**config.mk**
```make
export PLATFORM = sky130hd
export DESIGN_NAME = muldiv_unit
export DESIGN_NICKNAME = d
export VERILOG_FILES = /design/src/logic/muldiv_pkg.sv /design/src/logic/mul_pipe.sv /design/src/logic/radix2_divider.sv /design/src/logic/hilo_regs.sv /design/src/logic/muldiv_unit.sv
export SDC_FILE = /design/constraint.sdc
export NUM_CORES = 2
export LEC_CHECK = 0
export BUFFER_PORTS_ARGS = -buffer_cell sky130_fd_sc_hd__buf_2
export CORE_ASPECT_RATIO = 1.75
export CORE_MARGIN = 2
export CORE_UTILIZATION = 52
export DETAILED_ROUTE_END_ITERATION = 10
export PLACE_DENSITY_LB_ADDON = 0.3
export REMOVE_ABC_BUFFERS = 1
export SYNTH_ARGS = -nofsm -noshare
export SYNTH_HDL_FRONTEND = slang
export SYNTH_SLANG_ARGS = --single-unit
```
**constraint.sdc**
```tcl
create_clock -name clk -period 13.35 [get_ports clk]
set_clock_uncertainty 0.05 [all_clocks]
set_input_delay 1.335 -clock clk [delete_from_list [all_inputs] [get_ports clk]]
set_output_delay 1.335 -clock clk [all_outputs]
set_load 0.02 [all_outputs]
```
**src/logic/muldiv_pkg.sv**
```systemverilog
`default_nettype none

// shared widths and types for the hi/lo multiply-divide unit
package muldiv_pkg;

    localparam int word_w     = 32;                 // data word width
    localparam int mul_stages = 3;                  // multiplier register stages
    localparam int div_steps  = 32;                 // one quotient bit per step
    localparam int div_cnt_w  = $clog2(div_steps);  // step counter width

    typedef logic [word_w-1:0]   word_t;
    typedef logic [word_w:0]     ext_word_t;        // extra top bit carries sign or zero
    typedef logic [2*word_w-1:0] dword_t;           // full product
    typedef logic [div_cnt_w-1:0] div_cnt_t;

    // last step index of the divider loop
    localparam div_cnt_t div_last = div_cnt_t'(div_steps - 1);

    // operation codes
    typedef enum logic [2:0]
    {
        op_mult  = 3'd0,    // signed multiply
        op_multu = 3'd1,    // unsigned multiply
        op_div   = 3'd2,    // signed divide
        op_divu  = 3'd3,    // unsigned divide
        op_mthi  = 3'd4,    // a -> hi
        op_mtlo  = 3'd5     // a -> lo
    } md_op_e;

    // one request, valid is a single-cycle strobe
    typedef struct packed
    {
        logic   valid;
        md_op_e op;
        word_t  a;      // multiplicand / dividend / move data
        word_t  b;      // multiplier / divisor
    } md_req_t;

    // write-back into hi and lo, each half has its own enable
    typedef struct packed
    {
        logic  hi_en;
        logic  lo_en;
        word_t hi;      // product high half or remainder
        word_t lo;      // product low half or quotient
    } hilo_wr_t;

endpackage

`default_nettype wire

```
**src/logic/mul_pipe.sv**
```systemverilog
`default_nettype none

// three-stage 33x33 signed multiplier, operands already extended by the caller
module mul_pipe
(
    input  wire logic                  clk,
    input  wire logic                  reset,
    input  wire logic                  flush,     // drops everything in flight
    input  wire logic                  start,
    input  wire muldiv_pkg::ext_word_t a,
    input  wire muldiv_pkg::ext_word_t b,
    output muldiv_pkg::hilo_wr_t       wb
);

    logic [muldiv_pkg::mul_stages-1:0] vld;     // valid bit per stage
    logic signed [50:0] pp_lo;                  // a * b[16:0], 33 + 18 bits
    logic signed [48:0] pp_hi;                  // a * b[32:17], 33 + 16 bits
    muldiv_pkg::dword_t prod;                   // stage 2 sum
    muldiv_pkg::dword_t res;                    // stage 3 result

    // valid chain, shifts one stage per edge
    always_ff @(posedge clk)
    begin
        if (reset || flush)
            vld <= '0;
        else
            vld <= {vld[muldiv_pkg::mul_stages-2:0], start};
    end

    // stage 1: split b, low part taken as unsigned
    always_ff @(posedge clk)
    begin
        if (start)
        begin
            pp_lo <= $signed(a) * $signed({1'b0, b[16:0]});
            pp_hi <= $signed(a) * $signed(b[32:17]);
        end
    end

    // stage 2: realign the high partial product and add
    // only the low 64 bits are kept, the full product fits there
    always_ff @(posedge clk)
    begin
        if (vld[0])
            prod <= ({{15{pp_hi[48]}}, pp_hi} << 17) + {{13{pp_lo[50]}}, pp_lo};
    end

    // stage 3: output register
    always_ff @(posedge clk)
    begin
        if (vld[1])
            res <= prod;
    end

    always_comb
    begin
        wb.hi_en = vld[muldiv_pkg::mul_stages-1] & ~flush;   // cancelled on flush
        wb.lo_en = vld[muldiv_pkg::mul_stages-1] & ~flush;
        wb.hi    = res[2*muldiv_pkg::word_w-1:muldiv_pkg::word_w];
        wb.lo    = res[muldiv_pkg::word_w-1:0];
    end

endmodule

`default_nettype wire

```
**src/logic/radix2_divider.sv**
```systemverilog
`default_nettype none

// restoring divider, one quotient bit per cycle
// load, 32 steps, sign fix, then a one-cycle done
module radix2_divider
(
    input  wire logic              clk,
    input  wire logic              reset,
    input  wire logic              flush,       // back to idle, no write-back
    input  wire logic              start,       // only looked at in idle
    input  wire logic              signed_op,
    input  wire muldiv_pkg::word_t dividend,
    input  wire muldiv_pkg::word_t divisor,
    output muldiv_pkg::hilo_wr_t   wb           // quotient in lo, remainder in hi
);

    typedef enum logic [1:0]
    {
        st_idle,
        st_run,
        st_fix
    } div_state_e;

    div_state_e state;
    muldiv_pkg::div_cnt_t step_cnt;
    logic done;                                 // single-cycle result strobe

    muldiv_pkg::word_t rem;                     // partial remainder
    muldiv_pkg::word_t quo;                     // dividend shifting out, quotient in
    muldiv_pkg::word_t dsr;                     // divisor magnitude
    logic neg_q;                                // negate quotient at the end
    logic neg_r;                                // negate remainder at the end

    logic dvd_neg;
    logic dsr_neg;
    muldiv_pkg::word_t dvd_mag;
    muldiv_pkg::word_t dsr_mag;
    logic [muldiv_pkg::word_w+1:0] trial;       // shifted remainder minus divisor

    always_comb
    begin
        dvd_neg = signed_op & dividend[muldiv_pkg::word_w-1];
        dsr_neg = signed_op & divisor[muldiv_pkg::word_w-1];
        dvd_mag = dvd_neg ? -dividend : dividend;   // 0x8000_0000 stays as is, fine unsigned
        dsr_mag = dsr_neg ? -divisor : divisor;
        // top bit set means borrow, keep the old remainder
        trial = {1'b0, rem, quo[muldiv_pkg::word_w-1]} - {2'b00, dsr};
    end

    // control
    always_ff @(posedge clk)
    begin
        if (reset || flush)
        begin
            state    <= st_idle;
            step_cnt <= '0;
            done     <= 1'b0;
        end
        else
        begin
            done <= 1'b0;
            case (state)
                st_idle:
                begin
                    if (start)
                    begin
                        state    <= st_run;
                        step_cnt <= '0;
                    end
                end
                st_run:
                begin
                    step_cnt <= step_cnt + 1'b1;
                    if (step_cnt == muldiv_pkg::div_last)
                        state <= st_fix;
                end
                st_fix:
                begin
                    state <= st_idle;
                    done  <= 1'b1;              // result valid next cycle
                end
                default: state <= st_idle;
            endcase
        end
    end

    // datapath
    always_ff @(posedge clk)
    begin
        case (state)
            st_idle:
            begin
                if (start)
                begin
                    rem   <= '0;
                    quo   <= dvd_mag;
                    dsr   <= dsr_mag;
                    neg_q <= dvd_neg ^ dsr_neg;     // quotient sign
                    neg_r <= dvd_neg;               // remainder follows dividend
                end
            end
            st_run:
            begin
                if (trial[muldiv_pkg::word_w+1])
                begin
                    rem <= {rem[muldiv_pkg::word_w-2:0], quo[muldiv_pkg::word_w-1]};
                    quo <= {quo[muldiv_pkg::word_w-2:0], 1'b0};
                end
                else
                begin
                    rem <= trial[muldiv_pkg::word_w-1:0];
                    quo <= {quo[muldiv_pkg::word_w-2:0], 1'b1};
                end
            end
            st_fix:
            begin
                if (neg_q)
                    quo <= -quo;
                if (neg_r)
                    rem <= -rem;
            end
            default: ;
        endcase
    end

    always_comb
    begin
        wb.hi_en = done & ~flush;
        wb.lo_en = done & ~flush;
        wb.hi    = rem;
        wb.lo    = quo;
    end

endmodule

`default_nettype wire

```
**src/logic/hilo_regs.sv**
```systemverilog
`default_nettype none

// hi and lo registers with a fixed-priority write merge and write-through reads
module hilo_regs
(
    input  wire logic                 clk,
    input  wire logic                 reset,
    input  wire muldiv_pkg::hilo_wr_t div_wb,     // highest priority
    input  wire muldiv_pkg::hilo_wr_t mul_wb,
    input  wire muldiv_pkg::hilo_wr_t move_wb,    // lowest priority
    input  wire logic                 rd_lo,      // 1 reads lo, 0 reads hi
    output muldiv_pkg::word_t         rd_data
);

    muldiv_pkg::hilo_wr_t wr;                     // merged write this cycle
    muldiv_pkg::word_t hi_q;
    muldiv_pkg::word_t lo_q;
    muldiv_pkg::word_t hi_rd;                     // hi as seen by a read
    muldiv_pkg::word_t lo_rd;

    // busy upstream keeps these exclusive, priority only as a safety net
    always_comb
    begin
        if (div_wb.hi_en || div_wb.lo_en)
            wr = div_wb;
        else if (mul_wb.hi_en || mul_wb.lo_en)
            wr = mul_wb;
        else
            wr = move_wb;
    end

    always_ff @(posedge clk)
    begin
        if (reset)
        begin
            hi_q <= '0;
            lo_q <= '0;
        end
        else
        begin
            if (wr.hi_en)
                hi_q <= wr.hi;
            if (wr.lo_en)
                lo_q <= wr.lo;
        end
    end

    // pending write wins over the stored value
    always_comb
    begin
        hi_rd   = wr.hi_en ? wr.hi : hi_q;
        lo_rd   = wr.lo_en ? wr.lo : lo_q;
        rd_data = rd_lo ? lo_rd : hi_rd;
    end

endmodule

`default_nettype wire

```
**src/logic/muldiv_unit.sv**
```systemverilog
`default_nettype none

// hi/lo arithmetic unit: multiplier and divider side by side,
// results merged with the move writes in the register block
module muldiv_unit
(
    input  wire logic                clk,
    input  wire logic                reset,
    input  wire muldiv_pkg::md_req_t req,
    input  wire logic                flush,      // cancels a mul or div in flight
    input  wire logic                rd_lo,
    output logic                     busy,
    output muldiv_pkg::word_t        rd_data
);

    logic accept;           // request taken this cycle
    logic is_mul;
    logic is_div;
    logic signed_op;
    logic mul_start;
    logic div_start;

    muldiv_pkg::ext_word_t ext_a;
    muldiv_pkg::ext_word_t ext_b;
    muldiv_pkg::hilo_wr_t  mul_wb;
    muldiv_pkg::hilo_wr_t  div_wb;
    muldiv_pkg::hilo_wr_t  move_wb;

    // decode
    always_comb
    begin
        accept    = req.valid & ~busy;   // no queue, dropped while busy
        is_mul    = (req.op == muldiv_pkg::op_mult) || (req.op == muldiv_pkg::op_multu);
        is_div    = (req.op == muldiv_pkg::op_div) || (req.op == muldiv_pkg::op_divu);
        signed_op = (req.op == muldiv_pkg::op_mult) || (req.op == muldiv_pkg::op_div);
        mul_start = accept & is_mul;
        div_start = accept & is_div;

        // sign or zero extension to 33 bits
        ext_a = {signed_op & req.a[muldiv_pkg::word_w-1], req.a};
        ext_b = {signed_op & req.b[muldiv_pkg::word_w-1], req.b};

        // moves write at the next edge, both halves carry a
        move_wb.hi_en = accept & (req.op == muldiv_pkg::op_mthi);
        move_wb.lo_en = accept & (req.op == muldiv_pkg::op_mtlo);
        move_wb.hi    = req.a;
        move_wb.lo    = req.a;
    end

    // busy covers a mul or div from acceptance to write-back
    always_ff @(posedge clk)
    begin
        if (reset || flush)
            busy <= 1'b0;
        else if (mul_wb.hi_en || div_wb.hi_en)
            busy <= 1'b0;                    // falls on the write edge
        else if (mul_start || div_start)
            busy <= 1'b1;
    end

    mul_pipe u_mul
    (
        .clk   (clk),
        .reset (reset),
        .flush (flush),
        .start (mul_start),
        .a     (ext_a),
        .b     (ext_b),
        .wb    (mul_wb)
    );

    radix2_divider u_div
    (
        .clk       (clk),
        .reset     (reset),
        .flush     (flush),
        .start     (div_start),
        .signed_op (signed_op),
        .dividend  (req.a),
        .divisor   (req.b),
        .wb        (div_wb)
    );

    hilo_regs u_hilo
    (
        .clk     (clk),
        .reset   (reset),
        .div_wb  (div_wb),
        .mul_wb  (mul_wb),
        .move_wb (move_wb),
        .rd_lo   (rd_lo),
        .rd_data (rd_data)
    );

endmodule

`default_nettype wire

```
Word-level counts from Yosys, hierarchy flattened
Cells that the tools add are included.
- register bits after elaboration: 400
- bits in latches: 0
- ROM bits: 0
- memories: 0
- output and inout bits: 33
- memory bits (writable): 0
- bitwise operators: 12
- reductions and logical operators: 16
- shifts and indexed selects: 0
- equality and inequality tests: 12
- magnitude comparators: 0
- $add $sub $neg: 7
- multiplexer cells: 21
- divide/modulo/power cells: 0
- multiply operators: 2
- operator list (kind ; count):
    two-way mux 32 bit ; 10
    case mux 32 bit (3 select lines) ; 2
    two-way mux 66 bit ; 2
    negator 32 bit ; 4
    adder 64 bit ; 1
    multiplier 33 x 18 -> 51 bit ; 1
    multiplier 33 x 16 -> 47 bit ; 1
    subtractor 33 x 32 -> 34 bit ; 1
    case mux 5 bit (2 select lines) ; 1
    AND 1 bit ; 9
    equality test 3 x 2 -> 1 bit (second input constant) ; 2
    equality test 3 bit (second input constant) ; 2
    logical OR 1 bit ; 6
    inequality test 2 x 1 -> 1 bit (second input constant) ; 3
    AND reduction 2 bit ; 3
    AND reduction 3 bit ; 2
    adder 5 x 1 -> 5 bit (second input constant) ; 1
    equality test 5 bit (second input constant) ; 1
    two-way mux 5 bit ; 1
    two-way mux 2 bit ; 2
    case mux 2 bit (2 select lines) ; 1
    equality test 3 x 1 -> 1 bit (second input constant) ; 1
    zero test 3 bit ; 1
    nonzero test 3 bit ; 1
    9 further kinds ; 11

Longest topological paths before layout
- word-level depth: 7
- gate-level depth with buffers: 30
- gate-level depth less buffers: 26

Cells and area by module
A second synthesis with hierarchy kept.
- cell total of the unflattened synthesis: 6372
- area total of the unflattened synthesis: 60080.1 µm²
- by module, submodules not included (module ; cells an instance ; times used ; seq. area each (µm²) ; area each (µm²)):
    mul_pipe ; 4880 ; 1 ; 6846.6 ; 46656.0
    radix2_divider ; 1061 ; 1 ; 3103.0 ; 9157.5
    hilo_regs ; 419 ; 1 ; 1281.2 ; 4164.0
    muldiv_unit ; 12 ; 1 ; 20.0 ; 102.6

Worst setup path before layout
No wires, ideal clock.
- kind: input-to-reg
- start: input port req[66] in the netlist's numbering
- end: register u_mul.pp_hi[0] (enable)
- arrival: 8.140 ns
- data required time: 12.625 ns
- stages: 2
- path slack: 4.485 ns
- buffers on the path: 0
- path through: nand2b_1 > nor3_1
- cells in the longest elaborated chain, start to end: 3
- elaborated cells on any way between the ends: 4
- classes of those cells: eq/ne: 1; bitwise: 1; reduce/logical: 2
- ends and longest elaborated chain (item ; line ; source):
    from (decl) ; muldiv_unit.sv:9 ; input wire muldiv_pkg::md_req_t req,
    equality test 3 x 1 -> 1 bit / zero test 3 bit (equally long branches) ; muldiv_unit.sv:33 ; is_mul = (req.op == muldiv_pkg::op_mult) || (req.op == muldiv_pkg::op_multu);
    logical OR 1 bit * ; muldiv_unit.sv:33 ;
    AND 1 bit * ; muldiv_unit.sv:36 ; mul_start = accept & is_mul;
    via mul_start ; muldiv_unit.sv:20 ; logic mul_start;
    to (signal assigned) ; mul_pipe.sv:36 ; pp_hi <= $signed(a) * $signed(b[32:17]);
    to (decl) ; mul_pipe.sv:17 ; logic signed [48:0] pp_hi;
Mark *: on every way through the listed nets, which the timed path passes. The rest lies on a longest branch.
A chain may end at the register's enable or synchronous reset.

Worst setup path in the final report
- start: input port req[64] in the netlist's numbering
- end: register u_mul.pp_lo[49], data pin
- cells in the longest elaborated chain, start to end: 4
- elaborated cells on any way between the ends: 5
- classes of those cells: mul: 1; eq/ne: 1; bitwise: 1; reduce/logical: 2
- ends and longest elaborated chain (item ; line ; source):
    equality test 3 x 2 -> 1 bit / zero test 3 bit (equally long branches) ; muldiv_unit.sv:35 ; signed_op = (req.op == muldiv_pkg::op_mult) || (req.op == muldiv_pkg::op_div);
    logical OR 1 bit * ; muldiv_unit.sv:35 ;
    AND 1 bit * ; muldiv_unit.sv:40 ; ext_a = {signed_op & req.a[muldiv_pkg::word_w-1], req.a};
    multiplier 33 x 18 -> 51 bit * ; mul_pipe.sv:35 ; pp_lo <= $signed(a) * $signed({1'b0, b[16:0]});
    to (signal assigned) ; mul_pipe.sv:35 ;
    to (decl) ; mul_pipe.sv:16 ; logic signed [50:0] pp_lo;
Mark *: on every way between the ends. The rest lies on a longest branch, timed or not.

==> summary.md <==
| Metric | Value |
|---|---|
| Vias in the first global route | 48400 |
| Worst endpoint required time | 13620 ps |
| Slew @ Worst Pin | 1210 ps |
| Core Area | 113000 um2 |
| Cell taking the most area after synthesis | fa_1 |
| TritonCTS Buffers | 40 |
| Max-cap viol count | 0 |
| CP Launch Type | input port |
| Die Width | 259 um |
| Hold Buf Count CTS | 0 |
| Synthesized instance count | 6468 |
| RSZ-0062 raised after global routing | false |
| Initial antenna violation count | 9 |
| Hold Path Class | register to register |
| Post-synth EDFFs | 324 |
| Hold_ws | 360 ps |
| Final Hold Fails | 0 |
| Setup TNS | 0 ps |
| Post_cts resized | 0 |
| WL/cell | 22.4 um |
| Via density | 5.78 |
| WS Path Type | input port to register |
| Top cell type's share of synthesized area | 0.347 |
| Boundary Pins | 105 |
| Hpwl dp | 132000 um |
| Starting density of the core | 0.524 |
| CTS clk-pin slew, worst paths | 60 ps |
| Most frequent cells in the layout | 1180 x inv_1, 1024 x fa_1, 767 x nand2_1 |
| CTS tree | built |
| Dpl ws | 4490 ps |
| CTS Buffer Depth | 3 |
| Antenna-violating nets left | 0 |
| DRC | 0 |
| Die Area | 116000 um2 |
| Data arrival time of the worst path | 8590 ps |
| Final std cells w/o fill | 7825 |
| Placed Instances | 7745 |
| Via count | 45200 |
| Die H | 450 um |
| 1st-iter DRT viols | 3246 |
| Yosys cell types | 74 |
| Commonest non-fill, non-tap cell in the layout | inv_1 |
| Post-Route WL | 175000 um |
| Site Rows | 163 |
| Routability cong. | 0.951 |
| Layout cells sized above 1 | 0.0426 |
| Synth warnings | 0 |
| Most frequent CP cell | fa_1 |
| Worst Slack Setup Final | 5030 ps |
| Final Cycle Share | 0.623 |
| Max Slew Vio Count | 0 |
| Ys async rst share | 0 |
| Primary FF master, synth | edfxtp_1 |
| Worst setup EP type | register |
| Final min period | 8320 ps |
| Overflow after GRT | 0 |
| Largest net degree at the start of global routing | 132 |
| First-pass GRT wire length | 271000 um |
| CP peak stage delay | 630 ps |
| DRT Pass-1 Iters | 7 |
| Critical path depth | 26 |
| Port Buffers | 104 |
| CP Buf/Inv Count | 7 |
| GRT Util Overall | 0.305 |
| Filler cell count | 10100 |
| Run status | finished clean |
| Hold Crit Depth | 0 |
| Post-CTS Setup Repair Bufs | 0 |
| Family with the most delay on the worst path | adder cells |
| NumNets Final | 7719 |
| Seq cells post-synth | 400 |
| Normalized max-slew margin | 0.186 |
| Setup violators final | 0 |
| Syn_area_per_cell | 9.14 um2 |
| R2R cell count | 11 |
| H-tree levels | 2 |
| Syn Std Cell Area | 59100 um2 |
| Top cells by area, synth | fa_1 35%, edfxtp_1 16%, inv_1 7.5% |
| CTS sink cnt | 400 |
| Clock insertion delay at the later pin of the skew report | 590 ps |
| Highest Clock Rate | 120 MHz |
| Crit-path slowest cell | fa_1 |
| P&R area growth vs syn | 4.91% |
| Register area share after synthesis | 0.190 |
| Critical path fanouts, max | 42 |
| CTS Root Cell | clkbuf_16 |
## cell usage after synthesis, types with 7 or more instances
cell type and count:
inv_1 1180, nor2_1 368, nor3_1 65, o31ai_1 20, o31a_1 7, o41ai_1 12, nand2b_1 37, mux2i_1 15
or3_1 24, a32oi_1 10, a211oi_1 29, nand3_1 42, nand4_1 18, ha_1 321, a21o_1 87, xor2_1 89
o21ai_0 160, xnor2_1 174, o21bai_1 25, dfxtp_1 76, o21a_1 30, nor2b_1 102, nor4_1 20, fa_1 1024
and2_1 446, edfxtp_1 324, o22ai_1 37, or4_1 17, a22oi_1 16, nand2_1 767, a221o_1 7, clkbuf_1 335
and3_1 28, a21oi_1 383, a31oi_1 38, o211ai_1 7, buf_1 39
## state kept, by name, summed over array words and instances, names as in the netlist
register	flops
u_div.quo	32
u_div.state	2
u_div.neg_q	1
u_div.step_cnt	5
u_mul.vld	3
u_mul.prod	64
u_div.rem	32
u_hilo.lo_q	32
u_hilo.hi_q	32
u_mul.pp_lo	51
u_mul.res	64
u_div.dsr	32
u_mul.pp_hi	47
busy	1
u_div.neg_r	1
u_div.done	1
## cell type report
class                           count  area (um2)  share of cell area
Antenna cell                        6        15.0            0.000242
Clock buffer                       49        1070              0.0172
Clock inverter                     25         275             0.00444
Inverter                         1180        4430              0.0714
Multi-Input combinational cell   4509       42100               0.678
Sequential cell                   400       11300               0.181
Tap cell                         1485        1860              0.0300
Timing Repair Buffer              171        1040              0.0167
## cell families after synthesis
kind of cell,Yosys count,share of synthesized area
and+or+nand+nor,1970,0.160
DFF,400,0.190
adders and majority gates,1345,0.415
buffers and inverters,1559,0.0991
muxes,15,0.00254
AOI/OAI and AO/OA,916,0.0940
xor gates and xnor gates,263,0.0390
## final timing paths
| kind | from | endpoint | slack, ps |
|---|---|---|---|
| worst min register to register | u_mul.prod[13]$_DFFE_PP_ | u_mul.res[13]$_DFFE_PP_ | 360 |
| worst min-delay path | u_mul.prod[13]$_DFFE_PP_ | u_mul.res[13]$_DFFE_PP_ | 360 |
| worst max-delay path | req[64] | u_mul.pp_lo[49]$_DFFE_PP_ | 5030 |
| worst max register to register | u_mul.pp_lo[22]$_DFFE_PP_ | u_mul.prod[60]$_DFFE_PP_ | 8570 |
## layer usage
layer / routed length (um) / GRT usage
met1: 56500 / 0.314
met2: 91800 / 0.554
met3: 9750 / 0.0334
met4: 16900 / 0.247
met5: 13 / 0
## worst reg2reg max path, delay by kind of cell (launching register included)
| family | cells | cell delay, ps |
|---|---|---|
| flip-flops | 1 | 530 |
| AND/OR/NAND/NOR | 2 | 750 |
| AO/OA/AOI/OAI | 8 | 2920 |
| adder cells (fa/ha/maj) | 1 | 410 |
## through the flow
| stage | util | area [um2] |
|---|---|---|
| floorplan | - | 57700 |
| global placement | 0.538 | 60600 |
| detailed placement | 0.538 | 60600 |
| CTS | 0.550 | 62000 |
| global route | 0.550 | 62000 |
| finish | 0.550 | 62000 |
Power is not shown: default switching activity piles up to over one toggle a cycle in this logic, so the estimate is an artifact.
